==> config.mk <==
export PLATFORM = sky130hd
export DESIGN_NAME = symbol_select
export DESIGN_NICKNAME = d
export VERILOG_FILES = /design/src/design/vread_bus_pkg.sv /design/src/design/vread_cfg_pkg.sv /design/src/design/symbol_select.sv
export SDC_FILE = /design/constraint.sdc
export NUM_CORES = 1
export LEC_CHECK = 0
export ABC_CLOCK_PERIOD_IN_PS = 2000
export CELL_PAD_IN_SITES_DETAIL_PLACEMENT = 0
export CELL_PAD_IN_SITES_GLOBAL_PLACEMENT = 1
export CORE_AREA = 2 2 39 41
export CTS_BUF_LIST = sky130_fd_sc_hd__clkbuf_8
export DETAILED_ROUTE_END_ITERATION = 8
export DIE_AREA = 0 0 41 43
export DONT_BUFFER_PORTS = 1
export PLACE_DENSITY = 0.61
export SYNTH_ARGS = -nofsm -noshare
export SYNTH_HDL_FRONTEND = slang
export SYNTH_SLANG_ARGS = --single-unit
==> constraint.sdc <==
create_clock -name clk -period 2 [get_ports clk]
set_clock_uncertainty 0.1 [all_clocks]
set_input_delay 0 -clock clk [delete_from_list [all_inputs] [get_ports clk]]
set_output_delay 0 -clock clk [all_outputs]
set_load 0.02 [all_outputs]
==> src/design/vread_bus_pkg.sv <==
package vread_bus_pkg;

   // external Wishbone master side
   parameter int BUS_ADDR_W = 32;

   // one buffer word holds exactly one bus word
   parameter int BUS_DATA_W = 32;

   // byte address step between consecutive bus words
   parameter int BUS_BYTES = BUS_DATA_W / 8;

endpackage

==> src/design/vread_cfg_pkg.sv <==
package vread_cfg_pkg;

   // symbol address into the local buffer, top bit picks the half
   parameter int BUF_ADDR_W = 10;

   // period and duty fields of a pattern
   parameter int PERIOD_W = 8;

   // iteration counts, both loop levels
   parameter int ITER_W = 8;

   // start delay of the output stream
   parameter int DELAY_W = 7;

   // read length in bus words
   parameter int LEN_W = 8;

endpackage

==> src/design/symbol_select.sv <==
module symbol_select #(
   parameter int DATA_W = 8
) (
   input  logic                                clk,
   input  logic                                rst,
   input  logic [vread_cfg_pkg::BUF_ADDR_W-1:0] sym_addr_i,
   input  logic [vread_bus_pkg::BUS_DATA_W-1:0] word_i,
   output logic [vread_cfg_pkg::BUF_ADDR_W-1:0] word_addr_o,
   output logic [DATA_W-1:0]                    data_o
);
   import vread_bus_pkg::*;
   import vread_cfg_pkg::*;

   localparam int SYMS  = BUS_DATA_W / DATA_W;
   localparam int SEL_W = $clog2(SYMS);

   generate
      if (SEL_W > 0) begin : g_narrow
         logic [SEL_W-1:0]      sel_q;
         logic [BUF_ADDR_W-2:0] word_low;

         // half bit stays on top, the rest becomes a word index
         assign word_low    = sym_addr_i[BUF_ADDR_W-2:0] >> SEL_W;
         assign word_addr_o = {sym_addr_i[BUF_ADDR_W-1], word_low};

         // select follows the buffer read latency
         always_ff @(posedge clk, posedge rst) begin
            if (rst) begin
               sel_q <= '0;
            end else begin
               sel_q <= sym_addr_i[SEL_W-1:0];
            end
         end

         assign data_o = word_i[sel_q*DATA_W +: DATA_W];
      end else begin : g_full
         assign word_addr_o = sym_addr_i;
         assign data_o      = word_i;
      end
   endgenerate

endmodule

# After elaboration in Yosys (flattened, before gate mapping)

Index checks and enable logic that the tools add are counted.
W data, S select, Z words.

ROM bits: 0
Word-level logic and storage cells: 2
Bits in writable memories: 0
Output and inout port bits: 18
Bits of input ports: 44
Memories kept: 0
Latch bits: 0
Flip-flop bits (word level): 2

$lt $le $gt $ge: 0
Muxes and demuxes: 0
Div/mod/pow operators: 0
Multiply operators: 0
Bitwise operators: 0
Add/subtract/negate cells: 0
Eq/ne operators: 0
Shift operators: 1
Reductions and logical operators: 0

Operators with widths:

| operator          | number |
|---|---|
| $shiftx A32 B6 Y8 | 1 |

# Logic depth before layout (Yosys ltp)

Gate-level depths: netlist (run 1).

Depth in word-level cells: 1
Gate-level depth with buffers: 2
Mapped depth without buffers: 1

# Worst setup path after synthesis (run 1)

OpenSTA, ideal clock, no wires.

Path type: reg-to-output
Start: register g_narrow.sel_q[0]
End: output data_o[0]
Data arrival time: 1.040 ns
Slack: 0.860 ns
Required time: 1.900 ns
Stages on the path, launching flop included: 3
Cell sequence: dfrtp_1 -> buf_6 -> mux4_2

Cells in the longest elaborated chain, start to end: 1

RTL lines:

| item                   | line                | RTL |
|---|---|---|
| from (decl)            | symbol_select.sv:19 | `logic [SEL_W-1:0] sel_q;` |
| from (signal assigned) | symbol_select.sv:31 | `sel_q <= sym_addr_i[SEL_W-1:0];` |
| $shiftx A32 B6 Y8      | symbol_select.sv:35 | `assign data_o = word_i[sel_q*DATA_W +: DATA_W];` |
| to (decl)              | symbol_select.sv:9  | `output logic [DATA_W-1:0] data_o` |

No other way between the ends.

# Final worst setup path (run 1)

Start: register g_narrow.sel_q[0]
End: output data_o[2]

The elaborated chain is that of the path after synthesis.

==> metrics, run 1 <==
required time reported for the critical path endpoint 1.90 ns; Die X approximately 41 um; Biggest register g_narrow.sel_q; power density over the cells 695.9 nW/um^2; share of synthesized area occupied by flip-flops and latches 15.21%; Congestion Overflow GR 0; layout cells sized above 1 39.29%; count of yosys warnings during synthesis 0; post-layout util 30.56%; source of the worst hold timing path word_i[1]; Post-Place Cells 29; I/O pin count 62; worst setup path class reg -> out; number of max-capacitance violations reported 0; fill cell total of the finished layout about 140; cells along the critical path mux4_2; count of distinct cell types in the synthesized netlist 7; post-synthesis average cell area 13.71 um^2; maximum number of pins on one net before global-route repair 9; n_diodes 0; slowest cell on the critical path sky130_fd_sc_hd__mux4_2; final worst-path cycle share 78.66%; number of slew-limit violations in the final report 0; initial drt markers 1; Placer Congestion 0.5256; Startpoint Class flop; final-stage net count 74; root buf cell sky130_fd_sc_hd__clkbuf_8; worst ir drop on vdd 0.4735 mV; Largest register FFs 2; htree depth 1; Worst Setup End Kind primary output; Yosys top cell area share between 50 and 60%; Initial Util 23.78%; cts bufs inserted 3; Die H 43 um; Syn Std Cell Area 329.1 um^2; setup_tns 0 ns; top cells by area, synth sky130_fd_sc_hd__mux4_2, sky130_fd_sc_hd__buf_4, sky130_fd_sc_hd__dfrtp_1; worst path bufs/invs 0; post-synthesis register bit count 2; drt drc 0; Cells on Worst Hold Path 1; final instance count without filler cells 44; global-route wire length before repair 1028 um; Overall Power 294.3 uW; biggest area consumer among synthesized cells sky130_fd_sc_hd__mux4_2; longest individual stage delay on the worst path between 0.6 and 0.7 ns; final worst path period need 1.573 ns; number of instances in the synthesized netlist 24; wire length reported by the detailed router 942 um; length of the first detailed-routing pass in iterations 2; Hold Path Class in -> out; Data arrival, critical path ~1.5 ns; post-DR wirelength/cell about 21 um; top achievable clock speed 635.6 MHz; biggest regs g_narrow.sel_q x2; placeable core region 1384 um^2; post-CTS setup buffers 0; FP Rows 14; Setup violations, final 0; Final Hold Fails 0; TritonCTS clock tree done; P&R area growth vs syn 28.52%; via count normalized by instance count 5.295; final antenna-violating net count 0; top library cells by usage in the layout, fill and taps aside sky130_fd_sc_hd__dlygate4sd3_1, sky130_fd_sc_hd__mux4_2, sky130_fd_sc_hd__clkbuf_8; initial antenna violation count 0; total via count after detailed routing around 230; cell type group with the largest total delay on the critical path multiplexers; status complete, no violations; clock transition time at the flip-flop clock pins of the worst setup and hold paths around 0.030 ns; clk sinks 2; via count of the first global-routing pass around 210; Die ar. 1763 um^2; area of the multi-input gates approximately 190 um^2; GRT Total Usage 10.09%; highest net fanout along the worst path 8; total of cells resized after clock tree synthesis 0; area of all sequential standard cells 50.05 um^2; most frequent standard cell in the layout excluding fill and tap cells sky130_fd_sc_hd__dlygate4sd3_1; Endpoint, Worst Hold data_o[1]; setup repair after global routing missed its margin no; static leakage 0.1578 nW; CTS Buffer Depth 2; number of input and output port buffers inserted 0
[cell type report]
class                           count  share of cell area, %
Sequential cell                     2                  11.83
Clock buffer                        3                  9.763
Timing Repair Buffer               12                  28.40
Inverter                            1                 0.8876
Tap cell                           16                  4.734
Multi-Input combinational cell     10                  44.38
[cell families (layout without fill, tap and decap cells)]
group	count (synthesis)	in the layout	share of synthesized area, %
buffers and inverters	13	16	28.89
DFF	2	2	15.21
muxes	8	8	54.75
other	1	2	1.140
[layer usage]
metal  vias to the layer above  track usage (%)  routed length (um)
met3                         2            4.712                 199
li1                         90                -                   -
met2                        45            14.06                 412
met1                        96            11.11                 321
met5                         -                0                   0
met4                         0            8.000                   8
[stage by stage]
| step | hold WS, ns | cell area [um^2] | worst slack [ns] |
|---|---|---|---|
| 5_1_grt | 0.1874 | 422.9 | 0.3244 |
| 4_1_cts | 0.1840 | 422.9 | 0.3737 |
| 3_3_place_gp | -0.3569 | 261.5 | 0.6027 |
| 3_5_place_dp | -0.3535 | 261.5 | 0.5923 |
| 2_1_floorplan | -0.3588 | 332.8 | 0.8599 |
| 6_report | 0.1841 | 422.9 | 0.4268 |
[what timing repair did]
item | in CTS | in global routing
hold buffers | 12 | 0
setup endpoints to repair | 0 | 0
endpoints found under the hold margin | 12 | 0
[Yosys cell counts]
| cell type | instances |
|---|---|
| sky130_fd_sc_hd__inv_1 | 1 |
| sky130_fd_sc_hd__mux4_2 | 8 |
| sky130_fd_sc_hd__conb_1 | 1 |
| sky130_fd_sc_hd__buf_4 | 10 |
| sky130_fd_sc_hd__buf_6 | 1 |
| sky130_fd_sc_hd__dfrtp_1 | 2 |
| sky130_fd_sc_hd__clkbuf_2 | 1 |
[power breakdown]
group          switching [mW]  total [mW]  internal, mW
combinational          0.0473      0.0896        0.0424
sequential            0.00697      0.0498        0.0428
clock                  0.0279       0.155         0.127
[how the worst max path moves through the flow]
| stage | from | end | cells past startpoint |
|---|---|---|---|
| after floorplan | g_narrow.sel_q[0] | data_o[0] | 2 |
| after global placement | g_narrow.sel_q[0] | data_o[2] | 1 |
| after detailed placement | g_narrow.sel_q[0] | data_o[2] | 1 |
| after CTS | g_narrow.sel_q[0] | data_o[2] | 1 |
| after global routing | g_narrow.sel_q[0] | data_o[2] | 1 |
| final | g_narrow.sel_q[0] | data_o[2] | 1 |
Power figures use the tool's default switching activity.
==> run 2, diff against run 1 <==
--- a/config.mk
+++ b/config.mk
@@ -5,7 +5,7 @@
 export SDC_FILE = /design/constraint.sdc
 export NUM_CORES = 1
 export LEC_CHECK = 0
-export ABC_CLOCK_PERIOD_IN_PS = 2000
+export ABC_CLOCK_PERIOD_IN_PS = 1500
 export CELL_PAD_IN_SITES_DETAIL_PLACEMENT = 0
 export CELL_PAD_IN_SITES_GLOBAL_PLACEMENT = 1
 export CORE_AREA = 2 2 39 41
==> constraint.sdc (replaced) <==
create_clock -name clk -period 1.5 [get_ports clk]
set_clock_uncertainty 0.1 [all_clocks]
set_input_delay 0 -clock clk [delete_from_list [all_inputs] [get_ports clk]]
set_output_delay 0 -clock clk [all_outputs]
set_load 0.02 [all_outputs]
==> metrics, run 2 (synthesis gave the netlist of run 1 again) <==
cells along the critical path buf_12 -> mux4_2; required time reported for the critical path endpoint 1.40 ns (-0.50 ns); n_diodes 0 (unchanged); global routing usage on met2 14.37% (+0.31 points); worst ir drop on vdd 0.4218 mV (-11%); Data arrival, critical path 1.33 ns (-0.14 ns); Placer Congestion 0.5201 (-1.0%); Biggest register g_narrow.sel_q; placeable core region 1384 um^2 (unchanged); Initial Util 23.78% (unchanged); post-DR wirelength/cell 20.87 um (-2.5%); htree depth 1 (unchanged); via count normalized by instance count 5.222 (-1.4%); Setup violations, final 0 (unchanged); setup_tns 0 ns (unchanged); wire length reported by the detailed router 939 um (-0.32%); busiest metal layer after global routing met2; drt drc 0 (unchanged); maximum number of pins on one net before global-route repair 9 (unchanged); initial antenna violation count 0 (unchanged); fraction of power consumed by combinational cells 32.3% (+1.8 points); Die ar. 1763 um^2 (unchanged); status complete, no violations; Net Sw Frac 28.17% (+0.25 points); CTS Buffer Depth 2 (unchanged); worst setup path class reg -> out; fill cell total of the finished layout 135 (unchanged); net switching power 113.2 uW (+38%); FP Rows 14 (unchanged); initial drt markers 2 (+1); cts bufs inserted 3 (unchanged); final instance count without filler cells 45 (+2.3%); internal power 288.5 uW (+36%); TritonCTS clock tree done; Congestion Overflow GR 0 (unchanged); I/O pin count 62 (unchanged); clk sinks 2 (unchanged); final-stage net count 75 (+1.4%); met1 capacity usage during global routing 10.75% (-0.36 points); top achievable clock speed about 700 MHz; highest net fanout along the worst path 7 (-1); top library cells by usage in the layout, fill and taps aside sky130_fd_sc_hd__dlygate4sd3_1, sky130_fd_sc_hd__mux4_2, sky130_fd_sc_hd__clkbuf_8; P&R area growth vs syn 34.60%; final worst-path cycle share ~96%; final worst path period need about 1.4 ns; longest individual stage delay on the worst path 0.58 ns (-0.08 ns); number of slew-limit violations in the final report 0 (unchanged); final antenna-violating net count 0 (unchanged); post-place setup slack 0.2691 ns (-0.3232 ns); GRT Total Usage 10.69% (+0.59 points); biggest regs g_narrow.sel_q x2; global-route wire length before repair 1062 um (+3.3%); root buf cell sky130_fd_sc_hd__clkbuf_8; length of the first detailed-routing pass in iterations 2 (unchanged); layout cells sized above 1 41.38% (+2.1 points); proportion of power drawn by flip-flops and latches 15.6% (-1.3 points); Largest register FFs 2 (unchanged); Overall Power 401.7 uW (+36%); Hold Path Class in -> out; total via count after detailed routing 235 (+0.86%); total of cells resized after clock tree synthesis 0 (unchanged); Worst Setup End Kind primary output; power density over the cells 906.9 nW/um^2 (+30%); slowest cell on the critical path sky130_fd_sc_hd__mux4_2; setup repair after global routing missed its margin no; number of max-capacitance violations reported 0 (unchanged); slack of the critical path 0.06642 ns (-0.3603 ns); Clk network pwr share 52.1% (-0.5 points); clock transition time at the flip-flop clock pins of the worst setup and hold paths 0.03 ns (about the same); most frequent standard cell in the layout excluding fill and tap cells sky130_fd_sc_hd__dlygate4sd3_1; Die X 41 um (unchanged); met3 global-route usage 6.283% (+1.6 points); number of input and output port buffers inserted 0 (unchanged); Final Hold Fails 0 (unchanged); Startpoint Class flop; Post-Place Cells 30 (+3.4%); static leakage 0.1672 nW (+6.0%); Die H 43 um (unchanged); via count of the first global-routing pass 220 (+3.8%)
run 2: cell types whose count changed in the layout (fill, tap and decap cells not counted):
cell,change
sky130_fd_sc_hd__buf_12,+1
run 2: path summary, 6_finish.rpt:
kind | startpoint | end | slack [ns] | depth (start not counted)
hold / removal | word_i[1] | data_o[1] | 0.18 | 1
max in group asynchronous | rst | g_narrow.sel_q[1] | 0.65 | 3
setup / recovery | g_narrow.sel_q[0] | data_o[6] | 0.07 | 2
min in group asynchronous | rst | g_narrow.sel_q[0] | 0.53 | 3
run 2: layout make-up:
| cell class | instances | area (um^2) | area share (%) |
|---|---|---|---|
| Sequential cell | 2 | 50.05 | 11.30 |
| Tap cell | 16 | 20.02 | 4.520 |
| Inverter | 1 | 3.754 | 0.8475 |
| Multi-Input combinational cell | 10 | 187.7 | 42.37 |
| Timing Repair Buffer | 13 | 140.1 | 31.64 |
| Clock buffer | 3 | 41.29 | 9.322 |
run 2: worst max-delay path: cells and delay by family, from the launching register on:
family,cells,cell delay [ns]
muxes,1,0.58
DFF,1,0.40
buffers and inverters,1,0.15
run 2: timing repair:
item,CTS,global route
hold endpoints to repair,12,0
hold buffers,12,0
buffers inserted,0,0
run 2: power groups by stage:
| stage | registers, mW | logic, mW | clock network [mW] |
|---|---|---|---|
| finish | 0.0628 | 0.130 | 0.209 |
| global route | 0.0635 | 0.137 | 0.229 |
| CTS | 0.0631 | 0.131 | 0.218 |
| detailed placement | 0.0636 | 0.0902 | 0 |
| global placement | 0.0635 | 0.0901 | 0 |
| floorplan | 0.0585 | 0.121 | 0 |
run 2: per-stage QoR:
step                cell area (um^2)  hold WS (ns)  util [%]
CTS                            442.9        0.1840     32.01
finish                         442.9        0.1841     32.01
global route                   442.9        0.1877     32.01
detailed placement             281.5       -0.3502     20.34
floorplan                      332.8       -0.3588         -
global placement               281.5       -0.3569     20.34
run 2: metal layers:
layer	wire length (um)	share of wire [%]
met5	0	0
met4	8	0.85
met3	198	21
met2	417	44
met1	315	34
