--- config.mk ---
export PLATFORM = sky130hd
export DESIGN_NAME = vread_ctrl
export DESIGN_NICKNAME = d
export VERILOG_FILES = /design/src/design/vread_bus_pkg.sv /design/src/design/vread_cfg_pkg.sv /design/src/design/vread_ctrl.sv
export SDC_FILE = /design/constraint.sdc
export NUM_CORES = 1
export LEC_CHECK = 0
export ABC_AREA = 1
export BUFFER_PORTS_ARGS = -buffer_cell sky130_fd_sc_hd__buf_2
export CORE_MARGIN = 3
export CORE_UTILIZATION = 45
export CTS_BUF_LIST = sky130_fd_sc_hd__clkbuf_16
export DETAILED_ROUTE_END_ITERATION = 10
export GPL_TIMING_DRIVEN = 0
export PLACE_DENSITY = 0.81
export SETUP_SLACK_MARGIN = 0.15
export SLEW_MARGIN = 25
export SYNTH_ARGS = -nofsm -noshare
export SYNTH_HDL_FRONTEND = slang
export SYNTH_SLANG_ARGS = --single-unit
--- constraint.sdc ---
create_clock -name clk -period 2.9 [get_ports clk]
set_input_delay 0.29 -clock clk [delete_from_list [all_inputs] [get_ports clk]]
set_output_delay 0.29 -clock clk [all_outputs]
set_load 0.05 [all_outputs]
--- src/design/vread_bus_pkg.sv ---
package vread_bus_pkg;

   // external Wishbone master side
   parameter int BUS_ADDR_W = 32;

   // one buffer word holds exactly one bus word
   parameter int BUS_DATA_W = 32;

   // byte address step between consecutive bus words
   parameter int BUS_BYTES = BUS_DATA_W / 8;

endpackage

--- src/design/vread_cfg_pkg.sv ---
package vread_cfg_pkg;

   // symbol address into the local buffer, top bit picks the half
   parameter int BUF_ADDR_W = 10;

   // period and duty fields of a pattern
   parameter int PERIOD_W = 8;

   // iteration counts, both loop levels
   parameter int ITER_W = 8;

   // start delay of the output stream
   parameter int DELAY_W = 7;

   // read length in bus words
   parameter int LEN_W = 8;

endpackage

--- src/design/vread_ctrl.sv ---
module vread_ctrl (
   input  logic                                clk,
   input  logic                                rst,
   input  logic                                run_i,
   input  logic                                read_en_i,
   input  logic                                ping_pong_i,
   input  logic [vread_bus_pkg::BUS_ADDR_W-1:0] ext_addr_i,
   input  logic [vread_cfg_pkg::LEN_W-1:0]      read_len_i,
   input  logic                                data_ready_i,
   input  logic                                out_done_i,
   input  logic                                wb_ack_i,
   output logic                                wb_cyc_o,
   output logic                                wb_stb_o,
   output logic [vread_bus_pkg::BUS_ADDR_W-1:0] wb_adr_o,
   output logic                                rd_run_o,
   output logic                                out_run_o,
   output logic                                wr_half_o,
   output logic                                rd_half_o,
   output logic                                done_o
);
   import vread_bus_pkg::*;
   import vread_cfg_pkg::*;

   logic             rd_done;
   logic             out_done;
   logic             pp_state;
   logic [LEN_W-1:0] ack_cnt;
   logic             start_rd;
   logic             ack_ok;
   logic             last_ack;

   // a zero length read counts as done right away
   assign start_rd = run_i && read_en_i && (read_len_i != '0);
   assign ack_ok   = wb_stb_o && wb_ack_i;
   assign last_ack = ack_ok && (ack_cnt == read_len_i - 1'b1);

   assign rd_run_o  = run_i && read_en_i;
   assign out_run_o = run_i;
   assign done_o    = rd_done && out_done;

   // fill one half while the other drains
   assign wr_half_o = ping_pong_i && !pp_state;
   assign rd_half_o = ping_pong_i && pp_state;

   always_ff @(posedge clk, posedge rst) begin
      if (rst) begin
         pp_state <= 1'b0;
         out_done <= 1'b1;
      end else if (run_i) begin
         pp_state <= ping_pong_i ? !pp_state : 1'b0;
         out_done <= 1'b0;
      end else if (out_done_i) begin
         out_done <= 1'b1;
      end
   end

   // classic read cycle, cyc held over the whole block
   always_ff @(posedge clk, posedge rst) begin
      if (rst) begin
         wb_cyc_o <= 1'b0;
         wb_stb_o <= 1'b0;
         rd_done  <= 1'b1;
         ack_cnt  <= '0;
      end else if (run_i) begin
         wb_cyc_o <= start_rd;
         wb_stb_o <= start_rd;
         rd_done  <= !start_rd;
         ack_cnt  <= '0;
      end else if (ack_ok) begin
         wb_stb_o <= 1'b0;
         ack_cnt  <= ack_cnt + 1'b1;
         if (last_ack) begin
            wb_cyc_o <= 1'b0;
            rd_done  <= 1'b1;
         end
      end else if (!rd_done && !wb_stb_o && data_ready_i) begin
         wb_stb_o <= 1'b1;
      end
   end

   always_ff @(posedge clk, posedge rst) begin
      if (rst) begin
         wb_adr_o <= '0;
      end else if (run_i && read_en_i) begin
         wb_adr_o <= ext_addr_i;
      end else if (ack_ok) begin
         wb_adr_o <= wb_adr_o + BUS_ADDR_W'(BUS_BYTES);
      end
   end

   assert property (@(posedge clk) disable iff (rst) wb_stb_o |-> wb_cyc_o);

   // slave may only answer a live strobe
   assert property (@(posedge clk) disable iff (rst) !wb_stb_o |-> !wb_ack_i);

endmodule

== After elaboration in Yosys (flattened, before gate mapping) ==
Index checks and enable logic that the tools add are counted.

* Add/subtract/negate cells: 3
* Equality and inequality tests: 1
* Mux-type cells: 16
* Reduce and logical (&&, ||, !) cells: 20

{| class="wikitable"
|+ Operators with widths
! operator !! number
|-
| 32-bit two-way mux || 2
|-
| 32-bit by 3-bit adder with 32-bit output, second input constant || 1
|-
| 8-bit two-way mux || 2
|-
| 1-bit two-way mux || 12
|-
| 1-bit logical AND || 9
|-
| 8-bit by 1-bit adder with 8-bit output, second input constant || 1
|-
| 8-bit == test || 1
|-
| 2-bit nonzero test || 4
|-
| 8-bit nonzero test || 1
|-
| 8-bit by 1-bit subtractor with 8-bit output, second input constant || 1
|-
| 1-bit zero test || 4
|-
| 3-bit nonzero test || 1
|-
| 2-bit AND reduction || 1
|}

* Flip-flop bits (word level): 45
* Output and inout bits: 39

== Logic depth before layout (Yosys ltp) ==
Gate-level depths: netlist of run 1.

* Depth after elaboration: 6
* Mapped depth: 13
* Gate-level depth less buffers: 13

== Least setup slack after synthesis of run 1 ==
Ideal clock, no wire load.

* Path type: flip-flop to flip-flop
* Start: register wb_adr_o[2] in the netlist's numbering
* End: register wb_adr_o[28] in the netlist's numbering
* Library setup time: 0.123 ns
* Arrival: 1.820 ns
* Data required time: 2.777 ns
* Path slack: 0.956 ns
* Cell stages (with the launch flop): 11
* Period minus slack after synthesis: 1.944 ns
* Cells stage by stage: dfrtp_1 > ha_1 > nand2_1 > nor2_1 > nand2_2 > nor2_2 > nand2_1 > nand2_1 > nand2_1 > o21bai_1 > nand2_1

* Cells in the longest elaborated chain, start to end: 3

{| class="wikitable"
|+ Ends and longest elaborated chain
! element !! line !! source
|-
| start: declaration || vread_ctrl.sv:14 || <nowiki>output logic [vread_bus_pkg::BUS_ADDR_W-1:0] wb_adr_o,</nowiki>
|-
| start signal: assignment || vread_ctrl.sv:85 || <nowiki>wb_adr_o <= ext_addr_i;</nowiki>
|-
| start signal: assignment || vread_ctrl.sv:87 || <nowiki>wb_adr_o <= wb_adr_o + BUS_ADDR_W'(BUS_BYTES);</nowiki>
|-
| 32-bit by 3-bit adder with 32-bit output || vread_ctrl.sv:87 ||
|-
| 32-bit two-way mux || vread_ctrl.sv:86 || <nowiki>end else if (ack_ok) begin</nowiki>
|-
| 32-bit two-way mux || vread_ctrl.sv:84 || <nowiki>end else if (run_i && read_en_i) begin</nowiki>
|}

No other way between the ends. The select of a mux whose other input is x is not followed.
A chain may end at the register's enable or synchronous reset.

== Final worst setup path of run 1 ==
Ends and elaborated chain as after synthesis.

==> results.md, run 1 <==
* Least-Margin Pin Slew at 545 ps
* Pwr dens at 646 mW/mm2
* Setup TNS at 0 ps
* Final WL at 10200 um
* Grt ovf at 0
* Largest net degree at the start of global routing at 28
* Post-layout min period at 1930 ps
* Port Buf Inserts at 85
* Post-synth EDFFs at 0
* Peak Freq at 517 MHz
* Worst EP arrival at 2120 ps
* Post-synth ARST share at 100%
* Non-Filler Instances at 696
* Critical path class: reg2reg
* Reg2reg start: wb_adr_o[2]
* Maximum resistive drop on vdd at 258 uV
* Final hold violation count at 13
* Seq/Total Area, Yosys at 34.3%
* Die Wd at 91.5 um
* Total Nets Final at 651
* Ports at 87
* Post-CTS Resized at 0
* Worst-path fanout max at 6
* Cell area after synthesis at 0.00329 mm2
* Unique masters post-synth at 41
* Placed wire-length estimate at 7870 um
* Worst EP required at 3080 ps
* CTS sink count at 45
* Syn_area_per_cell at 6.49 um2
* Area grow syn2layout at 21.8%
* DRT Pass-1 Iters at 6
* Reg clk slew, reported paths at 70 ps
* CTS Hold Bufs at 0
* Vias in the first global route at 3488
* Crit. End Element: flop
* HP Class: in2async
* Hold Worst Slack at -14.3 ps
* CP Launch Point: wb_adr_o[2]
* Commonest non-fill, non-tap cells in the layout: nand2_1 (164), buf_2 (94), nor2_1 (64)
* Initial antenna violation count at 0
* Share of cells above drive strength 1 at 21.0%
* Mapped Nets at 558
* ANT cells at 0
* DP Cell Count at 688
* Starting Density at 47.3%
* Endpoints failing setup at 0
* Status: finished, violations left
* Seq cells post-synth at 45
* CP startpoint kind: flop
* Post-CTS Setup Inserts at 0
* Clk_skew at 7.94 ps
* H-tree depth at 2
* Rel. slew slack at 63.6%
* Antenna Nets Post-Route at 0
* Gpl congestion at 0.932
* Die Area at 0.00836 mm2
* Fin crit share at 66.7%
* # rows at 30
* Synth Instances at 506
* CTS tree: built
* Root buffer cell: clkbuf_16
* Total CTS buffers at 5
* Via/cell ratio at 5.27
* Slew Limit Fails at 0
* Clock buffer depth at 2
* Leading cell type in the layout, fill and taps excluded: nand2_1
* Initial DRC Count at 313
* First-pass GRT wire length at 16800 um
* Drt drc at 0
* Core box area at 0.00694 mm2
* Reg2Reg Depth at 10
* Routed WL per cell at 14.7 um
* RSZ-0062 raised after global routing: no
* Clock Latency Late Sink at 300 ps
* MaxCap Viol Count at 0
* Die Ht at 91.5 um
* Post-synth top flop: dfrtp_1
* Warnings from Yosys at 0
* P_leak at 2.04 nW
* GRT Util Overall at 24.9%
* Violated checks: negative hold slack
* Vias at 3668
-- worst max-delay path, cell delays in order (launching register included) --
cell      delay, ps
dfrtp_1         470
ha_1            300
nand2_1         100
nor2_1          260
nand2_2         140
nor2_2          180
nand2_1          80
nand2_1          60
nand2_1          50
o21bai_1        110
nand2_1          60
-- kinds of logic after synthesis --
family / after synthesis / share of synthesized area [%]
compound gates: 73 / 13.2
xor+xnor: 9 / 2.40
fa+ha+maj: 4 / 1.52
buf+inv: 77 / 9.48
flops: 45 / 34.3
simple gates: 298 / 39.0
-- metal layers --
layer / wire, um / up-vias / global-route usage, %
li1: - / 1810 / -
met1: 4160 / 1660 / 30.3
met2: 4970 / 167 / 42.9
met3: 769 / 31 / 4.97
met4: 336 / 0 / 9.92
met5: 0 / - / 0
-- final cells by class --
| cell class | instances | area, um2 |
|---|---|---|
| Multi-Input combinational cell | 384 | 1850 |
| Inverter | 63 | 236 |
| Clock inverter | 3 | 25.0 |
| Fill cell | 682 | 2940 |
| Timing Repair Buffer | 86 | 445 |
| Tap cell | 96 | 120 |
| Clock buffer | 5 | 125 |
| Sequential cell | 45 | 1130 |
| Buffer | 14 | 75.1 |
-- state kept, by name, summed over array words and instances, names as in the netlist --
name / flops
rd_done: 1
out_done: 1
ack_cnt: 8
pp_state: 1
wb_stb_o: 1
wb_adr_o: 32
wb_cyc_o: 1
-- synth_stat cells (6+ instances only) --
| library cell | n | share of area [%] |
|---|---|---|
| nand2_1 | 164 | 19 |
| nor2_1 | 64 | 7.3 |
| inv_1 | 58 | 6.6 |
| dfrtp_1 | 43 | 33 |
| o21ai_0 | 34 | 5.2 |
| nand3_1 | 33 | 5.0 |
| nor3_1 | 13 | 2.0 |
| buf_2 | 9 | 1.4 |
| o21bai_1 | 9 | 2.1 |
| nand3b_1 | 7 | 1.6 |
| xor2_1 | 7 | 1.9 |
| a21oi_1 | 6 | 0.91 |
-- power breakdown --
part / switching, W / internal (W) / leakage [nW] / total (W)
combinational: 0.000814 / 0.000280 / 1.41 / 0.00109
sequential: 0.000151 / 0.000741 / 0.552 / 0.000893
clock: 0.000273 / 0.000326 / 0.0708 / 0.000599
-- worst paths after layout --
kind                                endpoint  slack [ps]
worst max-delay path            wb_adr_o[28]         970
worst min-delay path             wb_adr_o[0]         -10
worst max register to register  wb_adr_o[28]         970
worst min register to register   wb_adr_o[0]         480
max in group asynchronous           out_done        2350
min in group clk                 wb_adr_o[1]         190
-- metrics by stage --
| step | utilization, % | power [W] | setup WS, ps | hold slack [ps] | area (um2) |
|---|---|---|---|---|---|
| floorplan | - | 0.00168 | 956 | 400 | 3290 |
| global placement | 55.2 | 0.00196 | 859 | 460 | 3830 |
| detailed placement | 55.5 | 0.00198 | 1000 | 324 | 3850 |
| CTS | 57.6 | 0.00258 | 990 | 8.83 | 4000 |
| global route | 57.6 | 0.00271 | 816 | 30.9 | 4000 |
| finish | 57.6 | 0.00259 | 967 | -14.3 | 4000 |
No activity file was read; power rests on OpenSTA's default activity.
==> inputs of run 2 (changes only) <==
--- a/config.mk
+++ b/config.mk
@@ -12,7 +12,7 @@
 export CTS_BUF_LIST = sky130_fd_sc_hd__clkbuf_16
 export DETAILED_ROUTE_END_ITERATION = 10
 export GPL_TIMING_DRIVEN = 0
-export PLACE_DENSITY = 0.81
+export PLACE_DENSITY = 0.84
 export SETUP_SLACK_MARGIN = 0.15
 export SLEW_MARGIN = 25
 export SYNTH_ARGS = -nofsm -noshare
==> constraint.sdc (replaced) <==
create_clock -name clk -period 1.7 [get_ports clk]
set_input_delay 0.17 -clock clk [delete_from_list [all_inputs] [get_ports clk]]
set_output_delay 0.17 -clock clk [all_outputs]
set_load 0.05 [all_outputs]
==> results.md, run 2 (same netlist as run 1, synthesis figures left out) <==
* Status: finished clean
* P_leak at 2.21 nW (+8.6%)
* Max reg flops at 32 (unchanged)
* WHS Path Cells at 3
* DRT Pass-1 Iters at 5 (-1)
* Die Area at 0.00836 mm2 (unchanged)
* Crit. End Element: flop
* Largest regs: wb_adr_o x32, ack_cnt x8
* Final hold violation count at 0 (-13)
* Vias in the first global route at 3585 (+2.8%)
* Critical path class: reg2reg
* Maximum resistive drop on vdd at 612 uV (+140%)
* Internal power at 0.00250 W (+85%)
* Hold Crit Start: ext_addr_i[1]
* Reg2reg start: wb_stb_o
* CTS sink count at 45 (unchanged)
* Cell Chain, Critical Path: nand2_4 > nand2_1 > clkbuf_4 > clkbuf_4 > o21ai_0 > o22ai_1
* Commonest non-fill, non-tap cells in the layout: nand2_1 (157), buf_2 (92), inv_1 (57)
* Placed wire-length estimate at 8100 um (+3.0%)
* # rows at 30 (unchanged)
* Starting Density at 47.3% (unchanged)
* Fin crit share at 91.8% (+25 points)
* Ports at 87 (unchanged)
* Slowest cell delay on critical path at 390 ps (-80 ps)
* Initial antenna violation count at 0 (unchanged)
* Die Ht at 91.5 um (unchanged)
* Leading cell type in the layout, fill and taps excluded: nand2_1
* Total Nets Final at 678 (+4.1%)
* Reg2reg end: wb_adr_o[9]
* Grt ovf at 0 (unchanged)
* Sequential power share at 33.0% (-1.5 points)
* Worst EP arrival at 1750 ps (-370 ps)
* Combinational group share of total power at 46.7% (+4.4 points)
* NetSw at 0.00225 W (+81%)
* Crit-path slowest cell: dfrtp_2
* Area grow syn2layout at 36.3%
* Reg clk slew, reported paths at 60 ps (about the same)
* ANT cells at 0 (unchanged)
* Drt drc at 0 (unchanged)
* CP startpoint kind: flop
* MaxCap Viol Count at 0 (unchanged)
* Largest net degree at the start of global routing at 25 (-11%)
* Worst-path fanout max at 10 (+4)
* Final WL at 11100 um (+8.8%)
* H-tree depth at 2 (unchanged)
* Root buffer cell: clkbuf_16
* Least-Margin Pin Slew at 536 ps (-9.37 ps)
* Net Sw Frac at 47.3% (-0.55 points)
* Post-layout min period at 1560 ps (-372 ps)
* Clk pwr share at 20.3% (-2.9 points)
* Slew Limit Fails at 0 (unchanged)
* Top reg by flops: wb_adr_o
* Setup TNS at 0 ps (unchanged)
* Core box area at 0.00694 mm2 (unchanged)
* Peak Freq at 641 MHz (+24%)
* RSZ-0062 raised after global routing: yes
* Initial DRC Count at 271 (-13%)
* Clock Latency Late Sink at 290 ps (about the same)
* HP Class: in2reg
* Clk_skew at 7.30 ps (-0.641 ps)
* Gpl congestion at 0.934 (+0.29%)
* CTS tree: built
* Die Wd at 91.5 um (unchanged)
* Pwr dens at 1060 mW/mm2 (+64%)
* Most frequent CP cell: clkbuf_4
* Hold endpoint: wb_adr_o[1]
* Share of cells above drive strength 1 at 34.9% (+14 points)
* Clock buffer depth at 2 (unchanged)
* Reg-to-reg slack, setup at 140 ps (-830 ps)
* Port Buf Inserts at 85 (unchanged)
* Layout fillers at 611 (-10%)
* Reg2Reg Depth at 6 (-4)
* GRT Util Overall at 25.9% (+1.0 points)
* Total CTS buffers at 5 (unchanged)
* Fin area at 0.00448 mm2 (+12%)
* Routed WL per cell at 15.4 um (+4.7%)
* First-pass GRT wire length at 17500 um (+4.1%)
* Antenna Nets Post-Route at 0 (unchanged)
* Rel. slew slack at 64.3% (+0.62 points)
* Worst EP required at 1880 ps (-1200 ps)
* Endpoints failing setup at 0 (unchanged)
* Area post-placement at 0.00391 mm2 (+1.5%)
* Vias at 3893 (+6.1%)
* Via/cell ratio at 5.38 (+2.2%)
-- run 2: cell types whose count changed in the layout (fill, tap and decap cells not counted), moves of 3 or more --
cell and delta:
dfrtp_1 -28, nor2_4 +7, nor3_1 -3, nand2_1 -7, nand2_4 +4, nor2_1 -19, buf_4 +26, nand3_1 -4
nand2_2 +3, nor2_2 +12, dfrtp_2 +28, nor3_4 +4
-- run 2: power by group through the flow --
stage	clock network [W]	registers, W	logic (W)
global route	0.00101	0.00159	0.00236
CTS	0.000960	0.00156	0.00200
floorplan	0	0.00216	0.000760
global placement	0	0.00156	0.00184
finish	0.000963	0.00157	0.00222
detailed placement	0	0.00157	0.00188
-- run 2: timing repair --
| action | in CTS | in global routing |
|---|---|---|
| endpoints found under the setup margin | 17 | 30 |
| endpoints found under the hold margin | 21 | 0 |
| gates resized for setup | 16 | 44 |
| pin swaps | 9 | 9 |
| setup buffers | 9 | 17 |
| hold buffers | 1 | 0 |
-- run 2: worst max path at each step --
stage | startpoint | endpoint | slack [ps] | cells past startpoint
after global placement | rst | wb_adr_o[3] | -340 | 2
after global routing | wb_adr_o[3] | wb_adr_o[8] | 50 | 7
after detailed placement | wb_adr_o[10] | wb_adr_o[29] | 10 | 9
final | wb_stb_o | wb_adr_o[9] | 140 | 6
after floorplan | wb_adr_o[2] | wb_adr_o[28] | 90 | 10
after CTS | wb_adr_o[3] | wb_adr_o[16] | 100 | 9
-- run 2: area by class of cell --
class / instances / area, um2 / share of cell area [%]
multi-input combinational: 384 / 2060 / 46.1
clock inverter: 3 / 13.8 / 0.307
buffer: 14 / 85.1 / 1.90
timing repair buffer: 113 / 663 / 14.8
clock buffer: 5 / 125 / 2.79
tap: 96 / 120 / 2.68
sequential: 45 / 1160 / 26.0
inverter: 63 / 244 / 5.45
-- run 2: layer usage --
layer / wire length, um / part of all wire [%] / vias to the layer above / global-route usage, %
li1: - / - / 1859 / -
met1: 4510 / 41 / 1802 / 32.8
met2: 5470 / 49 / 197 / 45.0
met3: 847 / 7.6 / 35 / 4.56
met4: 300 / 2.7 / 0 / 7.41
met5: 0 / 0 / - / 0
-- run 2: through the flow --
step,hold slack (ps),setup WS (ps),power [W],cells,utilization (%)
after floorplan,280,93.5,0.00292,506,-
after global placement,374,-343,0.00340,687,56.0
after detailed placement,227,14.0,0.00345,688,56.3
after CTS,89.4,101,0.00451,706,60.5
after global routing,114,51.7,0.00496,723,64.5
final,88.7,139,0.00475,723,64.5
-- run 2: critical path, delay by kind of cell (launching register included) --
kind,cells,cell delay [ps]
buffers and inverters,2,470
DFF,1,390
and+or+nand+nor,2,250
AOI/OAI and AO/OA,2,330
