### src/design/vread_cfg_pkg.sv
package vread_cfg_pkg;

   // symbol address into the local buffer, top bit picks the half
   parameter int BUF_ADDR_W = 10;

   // period and duty fields of a pattern
   parameter int PERIOD_W = 8;

   // iteration counts, both loop levels
   parameter int ITER_W = 8;

   // start delay of the output stream
   parameter int DELAY_W = 7;

   // read length in bus words
   parameter int LEN_W = 8;

endpackage

### src/design/pattern_addr_gen.sv
module pattern_addr_gen #(
   parameter int LEVELS = 2
) (
   input  logic                                clk,
   input  logic                                rst,
   input  logic                                run_i,
   input  logic [vread_cfg_pkg::BUF_ADDR_W-1:0] start_i,
   input  logic [vread_cfg_pkg::PERIOD_W-1:0]   per_i,
   input  logic [vread_cfg_pkg::PERIOD_W-1:0]   duty_i,
   input  logic [vread_cfg_pkg::BUF_ADDR_W-1:0] incr_i,
   input  logic [vread_cfg_pkg::ITER_W-1:0]     iter_i,
   input  logic [vread_cfg_pkg::BUF_ADDR_W-1:0] shift_i,
   input  logic [vread_cfg_pkg::BUF_ADDR_W-1:0] incr2_i,
   input  logic [vread_cfg_pkg::ITER_W-1:0]     iter2_i,
   input  logic [vread_cfg_pkg::BUF_ADDR_W-1:0] shift2_i,
   input  logic [vread_cfg_pkg::DELAY_W-1:0]    delay_i,
   input  logic                                ready_i,
   output logic                                valid_o,
   output logic [vread_cfg_pkg::BUF_ADDR_W-1:0] addr_o,
   output logic                                done_o
);
   import vread_cfg_pkg::*;

   logic                  active;
   logic [DELAY_W-1:0]    delay_cnt;
   logic [PERIOD_W-1:0]   per_cnt;
   logic [ITER_W-1:0]     iter_cnt;
   logic [BUF_ADDR_W-1:0] addr_q;
   logic [BUF_ADDR_W-1:0] base_q;
   logic                  done_q;
   logic                  step;
   logic                  per_end;
   logic                  block_end;
   logic                  last_pass;
   logic                  finish;
   logic [BUF_ADDR_W-1:0] pass_base_nxt;

   // first duty cycles of each period emit
   assign valid_o = active && (delay_cnt == '0) && (per_cnt < duty_i);
   assign addr_o  = addr_q;
   assign done_o  = done_q;

   // counters freeze only while an emitted address waits for ready
   assign step      = active && (delay_cnt == '0) && !(valid_o && !ready_i);
   assign per_end   = (per_cnt == per_i - 1'b1);
   assign block_end = per_end && (iter_cnt == iter_i - 1'b1);
   assign finish    = block_end && last_pass;

   generate
      if (LEVELS > 1) begin : g_two_level
         logic [ITER_W-1:0]     iter2_cnt;
         logic [BUF_ADDR_W-1:0] base2_q;

         assign last_pass = (iter2_cnt == iter2_i - 1'b1);
         // outer pass step is shift2 plus incr2
         assign pass_base_nxt = base2_q + shift2_i + incr2_i;

         always_ff @(posedge clk, posedge rst) begin
            if (rst) begin
               iter2_cnt <= '0;
            end else if (run_i) begin
               iter2_cnt <= '0;
            end else if (step && block_end && !last_pass) begin
               iter2_cnt <= iter2_cnt + 1'b1;
            end
         end

         always_ff @(posedge clk) begin
            if (run_i) begin
               base2_q <= start_i;
            end else if (step && block_end) begin
               base2_q <= pass_base_nxt;
            end
         end
      end else begin : g_one_level
         assign last_pass     = 1'b1;
         assign pass_base_nxt = base_q + shift_i;
      end
   endgenerate

   always_ff @(posedge clk, posedge rst) begin
      if (rst) begin
         active    <= 1'b0;
         delay_cnt <= '0;
         per_cnt   <= '0;
         iter_cnt  <= '0;
         done_q    <= 1'b0;
      end else begin
         done_q <= step && finish;
         if (run_i) begin
            active    <= 1'b1;
            delay_cnt <= delay_i;
            per_cnt   <= '0;
            iter_cnt  <= '0;
         end else if (active && (delay_cnt != '0)) begin
            delay_cnt <= delay_cnt - 1'b1;
         end else if (step) begin
            if (per_end) begin
               per_cnt  <= '0;
               iter_cnt <= block_end ? '0 : iter_cnt + 1'b1;
               if (finish) begin
                  active <= 1'b0;
               end
            end else begin
               per_cnt <= per_cnt + 1'b1;
            end
         end
      end
   end

   // period base and running address
   always_ff @(posedge clk) begin
      if (run_i) begin
         addr_q <= start_i;
         base_q <= start_i;
      end else if (step) begin
         if (block_end) begin
            addr_q <= pass_base_nxt;
            base_q <= pass_base_nxt;
         end else if (per_end) begin
            addr_q <= base_q + shift_i;
            base_q <= base_q + shift_i;
         end else if (valid_o) begin
            addr_q <= addr_q + incr_i;
         end
      end
   end

endmodule

### config.mk
export PLATFORM = sky130hd
export DESIGN_NAME = pattern_addr_gen
export DESIGN_NICKNAME = d
export VERILOG_FILES = /design/src/design/vread_cfg_pkg.sv /design/src/design/pattern_addr_gen.sv
export SDC_FILE = /design/constraint.sdc
export NUM_CORES = 1
export LEC_CHECK = 0
export ABC_AREA = 1
export BUFFER_PORTS_ARGS = -buffer_cell sky130_fd_sc_hd__buf_2
export CAP_MARGIN = 10
export CELL_PAD_IN_SITES_DETAIL_PLACEMENT = 2
export CELL_PAD_IN_SITES_GLOBAL_PLACEMENT = 2
export CORE_MARGIN = 2
export CORE_UTILIZATION = 29
export CTS_CLUSTER_SIZE = 10
export DETAILED_ROUTE_END_ITERATION = 12
export GPL_TIMING_DRIVEN = 0
export PLACE_DENSITY = 0.79
export SETUP_SLACK_MARGIN = 0.05
export SYNTH_ARGS = -nofsm -noshare
export SYNTH_HDL_FRONTEND = slang
export SYNTH_SLANG_ARGS = --single-unit
export TNS_END_PERCENT = 1
### constraint.sdc
create_clock -name clk -period 2.4 [get_ports clk]
set_input_delay 0.12 -clock clk [delete_from_list [all_inputs] [get_ports clk]]
set_output_delay 0.12 -clock clk [all_outputs]
set_load 0.01 [all_outputs]
## Word-level counts from Yosys, hierarchy flattened

Cells that the tools add are included.

| operators by class | value |
|---|---|
| add/subtract/negate cells | 11 |
| $lt $le $gt $ge | 1 |
| eq/ne operators | 4 |
| multiplexer cells | 29 |
| reduce and logical (&&, ||, !) cells | 28 |

Operators by type and width:

| cell | number |
|---|---|
| 10-bit two-way mux | 11 |
| 8-bit two-way mux | 11 |
| 10-bit adder | 4 |
| 8-bit by 1-bit adder with 8-bit output, second input constant | 3 |
| 8-bit == test | 3 |
| 8-bit by 1-bit subtractor with 8-bit output, second input constant | 3 |
| 7-bit two-way mux | 2 |
| 2-bit nonzero test | 6 |
| 1-bit logical AND | 10 |
| 8-bit less-than comparator | 1 |
| 7-bit logical NOT | 1 |
| 7-bit nonzero test | 1 |
| 7-bit by 1-bit subtractor with 7-bit output, second input constant | 1 |
| 2-bit AND reduction | 3 |
| 1-bit two-way mux | 5 |
| 4-bit AND reduction | 1 |
| 4-bit nonzero test | 1 |
| 1-bit logical NOT | 3 |
| 3-bit AND reduction | 1 |
| 3-bit nonzero test | 1 |
| 2-bit != test, second input constant | 1 |

| storage, ports and cells | value |
|---|---|
| register bits after elaboration | 63 |
| word-level logic and storage cells | 82 |

## Depth between registers and ports, before layout

Gate-level depths: netlist of run 1.

| depth | value |
|---|---|
| word-level depth | 10 |
| depth in mapped cells | 16 |
| depth with buffers taken out | 16 |

## Least setup slack after synthesis of run 1

Ideal clock, no wire load.

| timing path | value |
|---|---|
| kind | reg2reg |
| start | register per_cnt[7] |
| end | register addr_q[0], in the netlist addr_o[0] (enable) |
| library setup time | 0.391 ns |
| arrival | 2.203 ns |
| required time | 2.009 ns |
| path slack | -0.194 ns |
| cell stages (with the launch flop) | 10 |
| cell sequence | dfrtp_1 ha_1 nand2_1 o21ai_0 nor2_1 nand3_1 nand2_1 nand2_2 inv_1 o21ai_0 |

| between the ends | value |
|---|---|
| cells in the longest elaborated chain, start to end | 7 |
| elaborated cells between the ends (all ways) | 10 |

Ends and longest elaborated chain:

| what | line | text |
|---|---|---|
| start: declaration | pattern_addr_gen.sv:26 | `logic [PERIOD_W-1:0] per_cnt;` |
| start signal: assignment | pattern_addr_gen.sv:105 | `per_cnt <= per_cnt + 1'b1;` |
| 8-bit less-than comparator | pattern_addr_gen.sv:39 | `assign valid_o = active && (delay_cnt == '0) && (per_cnt < duty_i);` |
| 1-bit logical AND | pattern_addr_gen.sv:39 |  |
| 1-bit logical AND | pattern_addr_gen.sv:44 | `assign step = active && (delay_cnt == '0) && !(valid_o && !ready_i);` |
| 1-bit logical NOT | pattern_addr_gen.sv:44 |  |
| 1-bit logical AND | pattern_addr_gen.sv:44 |  |
| 2-bit nonzero test (no source line) | n/a |  |
| 2-bit AND reduction (no source line) (*) | n/a |  |
| end signal: assignment | pattern_addr_gen.sv:114 | `addr_q <= start_i;` |
| end signal: assignment | pattern_addr_gen.sv:118 | `addr_q <= pass_base_nxt;` |
| end signal: assignment | pattern_addr_gen.sv:121 | `addr_q <= base_q + shift_i;` |
| end: declaration | pattern_addr_gen.sv:28 | `logic [BUF_ADDR_W-1:0] addr_q;` |

Mark *: on every way between the ends. The rest lies on a longest branch, timed or not.
A chain may end at the register's enable or synchronous reset.

## Worst setup path after layout of run 1

| timing path | value |
|---|---|
| start | register g_two_level.base2_q[1] |
| end | register addr_q[9], in the netlist addr_o[9] (data pin) |

| between the ends | value |
|---|---|
| cells in the longest elaborated chain, start to end | 5 |

Ends and longest elaborated chain:

| what | line | text |
|---|---|---|
| start: declaration | pattern_addr_gen.sv:52 | `logic [BUF_ADDR_W-1:0] base2_q;` |
| start signal: assignment | pattern_addr_gen.sv:70 | `base2_q <= start_i;` |
| start signal: assignment | pattern_addr_gen.sv:72 | `base2_q <= pass_base_nxt;` |
| 10-bit adder (2 in a row) | pattern_addr_gen.sv:56 | `assign pass_base_nxt = base2_q + shift2_i + incr2_i;` |
| 10-bit two-way mux | pattern_addr_gen.sv:117 | `if (block_end) begin` |
| 10-bit two-way mux | pattern_addr_gen.sv:116 | `end else if (step) begin` |
| 10-bit two-way mux | pattern_addr_gen.sv:113 | `if (run_i) begin` |

Every way passes these cells. The select of a mux whose other input is x is not followed.

==> impl_metrics.toml, run 1 <==
[grt]
overflow = 0
grt_pass1_vias = 6676
grt_pass1_wl_mm = 34.8
antenna_found_initial = 0
track_usage = 0.203
grt_max_degree = 34

[worst_setup_path]
max_stage_delay_ns = 0.47
rr_endpoint = "addr_o[9]"
path_depth = 13
worstPathArrival_ns = 2.55
worstPathRequired_ns = 2.48
path_cells = "fa_1 > ha_2 > fa_2 > nand3_2 > nand2_2 > nand4_1 > nand2_1 > nand2_1 > nand2_2 > nand3_2 > nand3_2 > nand2_1 > nand2_2"
startpoint = "g_two_level.base2_q[1]"
cp-end-kind = "register"
cp_num_buf_inv = 0
reg2reg_depth = 13
worstSetupStartpointType = "register"
path_class = "register to register"
r2r-start = "g_two_level.base2_q[1]"
crit_end = "addr_o[9]"
cp_max_fo = 3
worst_path_max_delay_cell = "fa_1"
critPathTopFamily = "adder cells"
rrSetupSlack_ns = -0.07

[synthesis]
synth_top_family_by_area = "simple AND/OR/NAND/NOR gates"
synth_area_mm2 = 0.00595
yosys.area.top_type_share = 0.173
syn_area_per_cell_um2 = 7.12
synth_cell_types = 44
synthSimpleGateAreaFrac = 0.342
synth_area_leaders = "nand2_1 (17%), edfxtp_1 (15%), dfrtp_1 (14%)"
ys.flop_type = "dfrtp_1"
ys_seq_area_frac = 0.290
synth_warnings = 0
syn_nets = 982
synth_edf_count = 30
synthMuxAreaShare = 0.00168
synth_top_cell_by_area = "nand2_1"
synth-xor-area-share = 0.0927
synth_compound_area_frac = 0.0631
ys_seq_elements = 63
postSynthCellCount = 836
synth_fa_ha_area_frac = 0.127
ys_async_sr_fraction = 0.524

[floorplan]
initial_core_util = 0.295
die-area_mm2 = 0.0217
die_y_um = 147
rows = 52
coreArea_mm2 = 0.0202
die_x_um = 147
ios = 105

[routing]
vias_per_cell = 4.86
firstDrtPassIters = 4
drt_wl_total_mm = 21.3
antenna_left = 0
drt_iter0_drc = 218
drcViolationCount = 0
via_count = 5979
wl_per_cell_um = 17.3

[final_layout]
layout_commonest_cell = "nand2_1"
most-common-layout-cells = "nand2_1 (265), buf_2 (106), inv_1 (98)"
layout.nets = 1101
layout-drive-gt1-share = 0.203
antenna_cells = 0
area_growth_pct = 23.3

[timing]
worst_pin_slew_ns = 0.783
grt_setup_unrepaired = "yes"
setup_viol_count_final = 4
slew_headroom = 0.477
drv_slew = 0
max_freq_mhz = 405
timing.final.crit_share = 1.03
whs_ns = 0.0136
hold_violations = 0
min_period_ns = 2.47
finClkSkew_ns = 0.00853
setup_ws_ns = -0.0687

[clock_network]
cts_tree = "yes"
clock-sinks = 63
clk_latency_ns = 0.34
clkTransAtPathRegs_ns = 0.06
cts_buffers = 9
ctsHtreeMaxLevel = 3
clockRootBuffer = "clkbuf_16"
clockBufferDepth = 2

[pwr]
max-vdd-ir-drop_uv = 342
p_leak_nw = 3.83
fin_total_pwr_mw = 4.12
p_per_area_mw_per_mm2 = 562

[place]
place.gp.congestion = 0.836
numPortBuffers = 103
dp_hpwl_mm = 16.9

[worst_hold_path]
holdCritPathClass = "primary input to register"
hold_depth = 3

[run_status]
status = "finished with violations"
violations = "setup timing"

[run]
cap_viol_max_count = 0
==> stage by stage <==
| step | worst slack (ns) | util | TNS, ns | std cells | cell area (um2) |
|---|---|---|---|---|---|
| after floorplan | 0.0780 | - | 0 | 836 | 5950 |
| after global routing | -0.191 | 0.364 | -3.12 | 1230 | 7340 |
| after CTS | -0.0948 | 0.360 | -0.372 | 1230 | 7260 |
| after global placement | -0.613 | 0.337 | -11.57 | 1209 | 6800 |
| final | -0.0687 | 0.364 | -0.180 | 1230 | 7340 |
| after detailed placement | -0.743 | 0.337 | -15.79 | 1209 | 6800 |
==> kinds of logic after synthesis <==
logic type / count (synthesis)
compound gates: 65
xor+xnor: 63
fa+ha+maj: 53
buf+inv: 126
flops: 63
mux: 1
simple gates: 465
==> worst register-to-register path: cells and delay by family (launching register included) <==
kind,cells,cell delay (ns)
DFF,1,0.40
adders and majority gates,3,1.06
and+or+nand+nor,10,0.74
==> worst min path at each step <==
stage                          start      endpoint
after floorplan           delay_i[5]  delay_cnt[5]
after global placement    delay_i[5]  delay_cnt[5]
after detailed placement         rst   iter_cnt[1]
after CTS                 delay_i[3]  delay_cnt[3]
after global routing      delay_i[3]  delay_cnt[3]
final                     delay_i[3]  delay_cnt[3]
==> cell usage after synthesis, types with 3 or more instances <==
cell type,number
nand3_1,88
edfxtp_1,30
buf_2,3
clkbuf_2,3
a21oi_1,24
nor3_1,7
ha_1,41
a21o_1,4
fa_1,12
nor2_1,52
nand2_1,274
o21ai_0,16
inv_1,100
nand4_1,20
inv_2,10
nor2_4,5
buf_1,4
o211ai_1,3
nand3_2,3
a31oi_1,5
o21ai_1,3
xnor2_1,17
xor2_1,46
dfrtp_1,33
or2_2,3
nand2_2,5
==> report_power, final <==
group | switching [mW] | total (mW) | internal, mW | leakage [nW]
combinational | 0.972 | 1.60 | 0.632 | 2.98
clock | 0.501 | 1.21 | 0.710 | 0.135
sequential | 0.0580 | 1.31 | 1.25 | 0.719
total | 1.53 | 4.12 | 2.59 | 3.83
==> layout make-up <==
| class | count | area, um2 |
|---|---|---|
| flip-flops and latches | 63 | 1730 |
| plain buffers | 15 | 82.6 |
| clock inverters | 6 | 26.3 |
| inverters | 111 | 417 |
| clock buffers | 10 | 239 |
| fillers | 2443 | 12800 |
| repair buffers | 108 | 571 |
| multi-input cells | 647 | 3930 |
| well taps | 270 | 338 |
==> state kept, by name, indices dropped and copies added (netlist names) <==
name,flops
active,1
addr_o,10
base_q,10
delay_cnt,7
done_o,1
g_two_level.base2_q,10
g_two_level.iter2_cnt,8
iter_cnt,8
per_cnt,8
==> timing repair <==
| item | 4_1_cts | 5_1_grt |
|---|---|---|
| endpoints found under the hold margin | 34 | 0 |
| endpoints found under the setup margin | 52 | 54 |
| pin swaps | 10 | 13 |
| resized for setup | 29 | 16 |
| setup buffers | 3 | 0 |
| hold buffers | 2 | 0 |
==> layer usage <==
layer  wire [um]  GRT usage  up-vias
li1            -          -     2928
met1        9340      0.254     2931
met2       11000      0.370       99
met3         672     0.0320       21
met4         255     0.0418        0
met5           0          0        -
Note: power is estimated with default switching activity, not from simulation.
==> run 2: changes to the inputs <==
--- a/config.mk
+++ b/config.mk
@@ -10,12 +10,13 @@
 export CAP_MARGIN = 10
 export CELL_PAD_IN_SITES_DETAIL_PLACEMENT = 2
 export CELL_PAD_IN_SITES_GLOBAL_PLACEMENT = 2
-export CORE_MARGIN = 2
+export CORE_MARGIN = 10
 export CORE_UTILIZATION = 29
 export CTS_CLUSTER_SIZE = 10
 export DETAILED_ROUTE_END_ITERATION = 12
+export GPL_ROUTABILITY_DRIVEN = 0
 export GPL_TIMING_DRIVEN = 0
-export PLACE_DENSITY = 0.79
+export PLACE_DENSITY = 0.88
 export SETUP_SLACK_MARGIN = 0.05
 export SYNTH_ARGS = -nofsm -noshare
 export SYNTH_HDL_FRONTEND = slang
==> run 2 against run 1 <==
The run still ends with setup timing left. Flip-flop and latch count did not move. Power is 3.5% higher. Via count grew 3.8%. Hold slack better by 0.0091 ns. Wire length rose by 15%. Critical path type unchanged.
==> impl_metrics.toml, run 2 (synthesis gave the netlist of run 1 again) <==
[final_layout]
final_util = 0.365
layout-drive-gt1-share = 0.212
most-common-layout-cells = "nand2_1 (264), buf_2 (107), inv_1 (96)"
fill_cells = 2372
layout.nets = 1105
layout_commonest_cell = "nand2_1"
area_growth_pct = 24.0
regArea_mm2 = 0.00173
postLayoutCellArea_mm2 = 0.00738
multi_input_area_mm2 = 0.00394

[worst_setup_path]
critPathTopFamily = "adder cells"
rrSetupSlack_ns = -0.17
max_stage_delay_ns = 0.51
worst_path_max_delay_cell = "fa_1"
path_class = "register to register"
cp-end-kind = "register"
worstPathArrival_ns = 2.66
rr_endpoint = "addr_o[7]"
r2r-start = "g_two_level.base2_q[1]"
startpoint = "g_two_level.base2_q[1]"
worstPathRequired_ns = 2.48
reg2reg_depth = 10
worstSetupStartpointType = "register"
path_depth = 10
cp_max_fo = 3
crit_end = "addr_o[7]"
cp_num_buf_inv = 0
path_cells = "fa_1 > ha_2 > fa_2 > nand4_1 > nand2_1 > xor2_1 > nand3_1 > nand3_1 > nand2_2 > nand2_2"

[pwr]
sw_frac_of_total = 0.383
power_frac_clock = 0.294
power_frac_comb = 0.399
switchingPower_mw = 1.64
seqPwrFrac = 0.307
internal_power_mw = 2.63
p_per_area_mw_per_mm2 = 579
fin_total_pwr_mw = 4.27
max-vdd-ir-drop_uv = 292
p_leak_nw = 3.84

[timing]
finClkSkew_ns = 0.0145
worst_pin_slew_ns = 0.809
timing.final.crit_share = 1.07
setup_viol_count_final = 14
slew_headroom = 0.460
setup_ws_ns = -0.174
drv_slew = 0
grt_setup_unrepaired = "yes"
min_period_ns = 2.57
whs_ns = 0.0227
max_freq_mhz = 389
hold_violations = 0

[place]
numPortBuffers = 103
placed_cell_area_mm2 = 0.00680
dp_hpwl_mm = 18.3
post-place-ws_ns = -0.645

[grt]
overflow = 0
track_usage = 0.176
grt_pass1_wl_mm = 37.6
grt_pass1_vias = 7127
grt_max_degree = 34
antenna_found_initial = 1

[floorplan]
ios = 105
die_x_um = 163
die-area_mm2 = 0.0266
die_y_um = 163
rows = 52
coreArea_mm2 = 0.0202
initial_core_util = 0.294

[routing]
antenna_left = 0
wl_per_cell_um = 19.8
firstDrtPassIters = 4
via_count = 6206
drt_wl_total_mm = 24.4
drcViolationCount = 0
drt_iter0_drc = 269
vias_per_cell = 5.03

[clock_network]
cts_buffers = 9
cts_tree = "yes"
clkTransAtPathRegs_ns = 0.06
clk_latency_ns = 0.34
ctsHtreeMaxLevel = 3
clockBufferDepth = 2
clockRootBuffer = "clkbuf_16"
clock-sinks = 63

[run_status]
status = "finished with violations"
violations = "setup timing"

[worst_hold_path]
holdCritPathClass = "primary input to register"

[run]
cap_viol_max_count = 0
## run 2: cell count changes in the layout (fill, tap and decap cells not counted), moves of 2 or more
| cell | change |
|---|---|
| buf_4 | +4 |
| inv_2 | +2 |
| clkbuf_1 | +2 |
| clkinv_1 | -2 |
| inv_1 | -2 |
## run 2: area by class of cell
type,count,area share
diodes,1,0.000339
plain buffers,15,0.0117
clock buffers,12,0.0334
clock inverters,4,0.00288
inverters,111,0.0565
multi-input cells,647,0.533
flip-flops and latches,63,0.235
well taps,270,0.0458
repair buffers,112,0.0814
## run 2: stage by stage
step | TNS [ns] | std cells
floorplan | 0 | 836
global placement | -10.58 | 1209
detailed placement | -13.55 | 1209
CTS | -1.49 | 1233
global route | -4.04 | 1235
finish | -1.63 | 1235
## run 2: how the worst min path moves through the flow
| stage | slack (ns) | cells after the start | to | startpoint |
|---|---|---|---|---|
| after floorplan | 0.24 | 1 | delay_cnt[5] | delay_i[5] |
| after global placement | 0.33 | 2 | delay_cnt[5] | delay_i[5] |
| after detailed placement | 0.33 | 2 | delay_cnt[0] | rst |
| after CTS | 0.01 | 3 | delay_cnt[3] | delay_i[3] |
| after global routing | 0.04 | 3 | delay_cnt[3] | delay_i[3] |
| final | 0.02 | 3 | delay_cnt[3] | delay_i[3] |
## run 2: worst register-to-register path: cells and delay by family (launching register included)
family | cells | cell delay, ns
AND/OR/NAND/NOR | 6 | 0.59
flip-flops | 1 | 0.44
XOR/XNOR | 1 | 0.16
adder cells (fa/ha/maj) | 3 | 1.10
## run 2: repair_timing
action                                  4_1_cts  5_1_grt
gates resized for setup                      22       30
pin swaps                                    21       18
endpoints found under the setup margin       53       68
hold buffers                                  2        0
setup buffers                                 6        1
endpoints found under the hold margin        34        0
gates cloned                                  0        0
## run 2: routing by layer
layer / up-vias / GRT usage / routed length (um)
met3: 33 / 0.0322 / 839
met2: 123 / 0.325 / 12900
li1: 2946 / - / -
met4: 0 / 0.0578 / 646
met5: - / 0 / 0
met1: 3104 / 0.197 / 10000
## run 2: power groups by stage
stage | clock, mW | combinational (mW) | sequential (mW)
3_3_place_gp | 0 | 1.32 | 1.32
3_5_place_dp | 0 | 1.41 | 1.33
6_report | 1.25 | 1.70 | 1.31
5_1_grt | 1.30 | 1.89 | 1.32
2_1_floorplan | 0 | 0.947 | 1.31
4_1_cts | 1.27 | 1.59 | 1.31
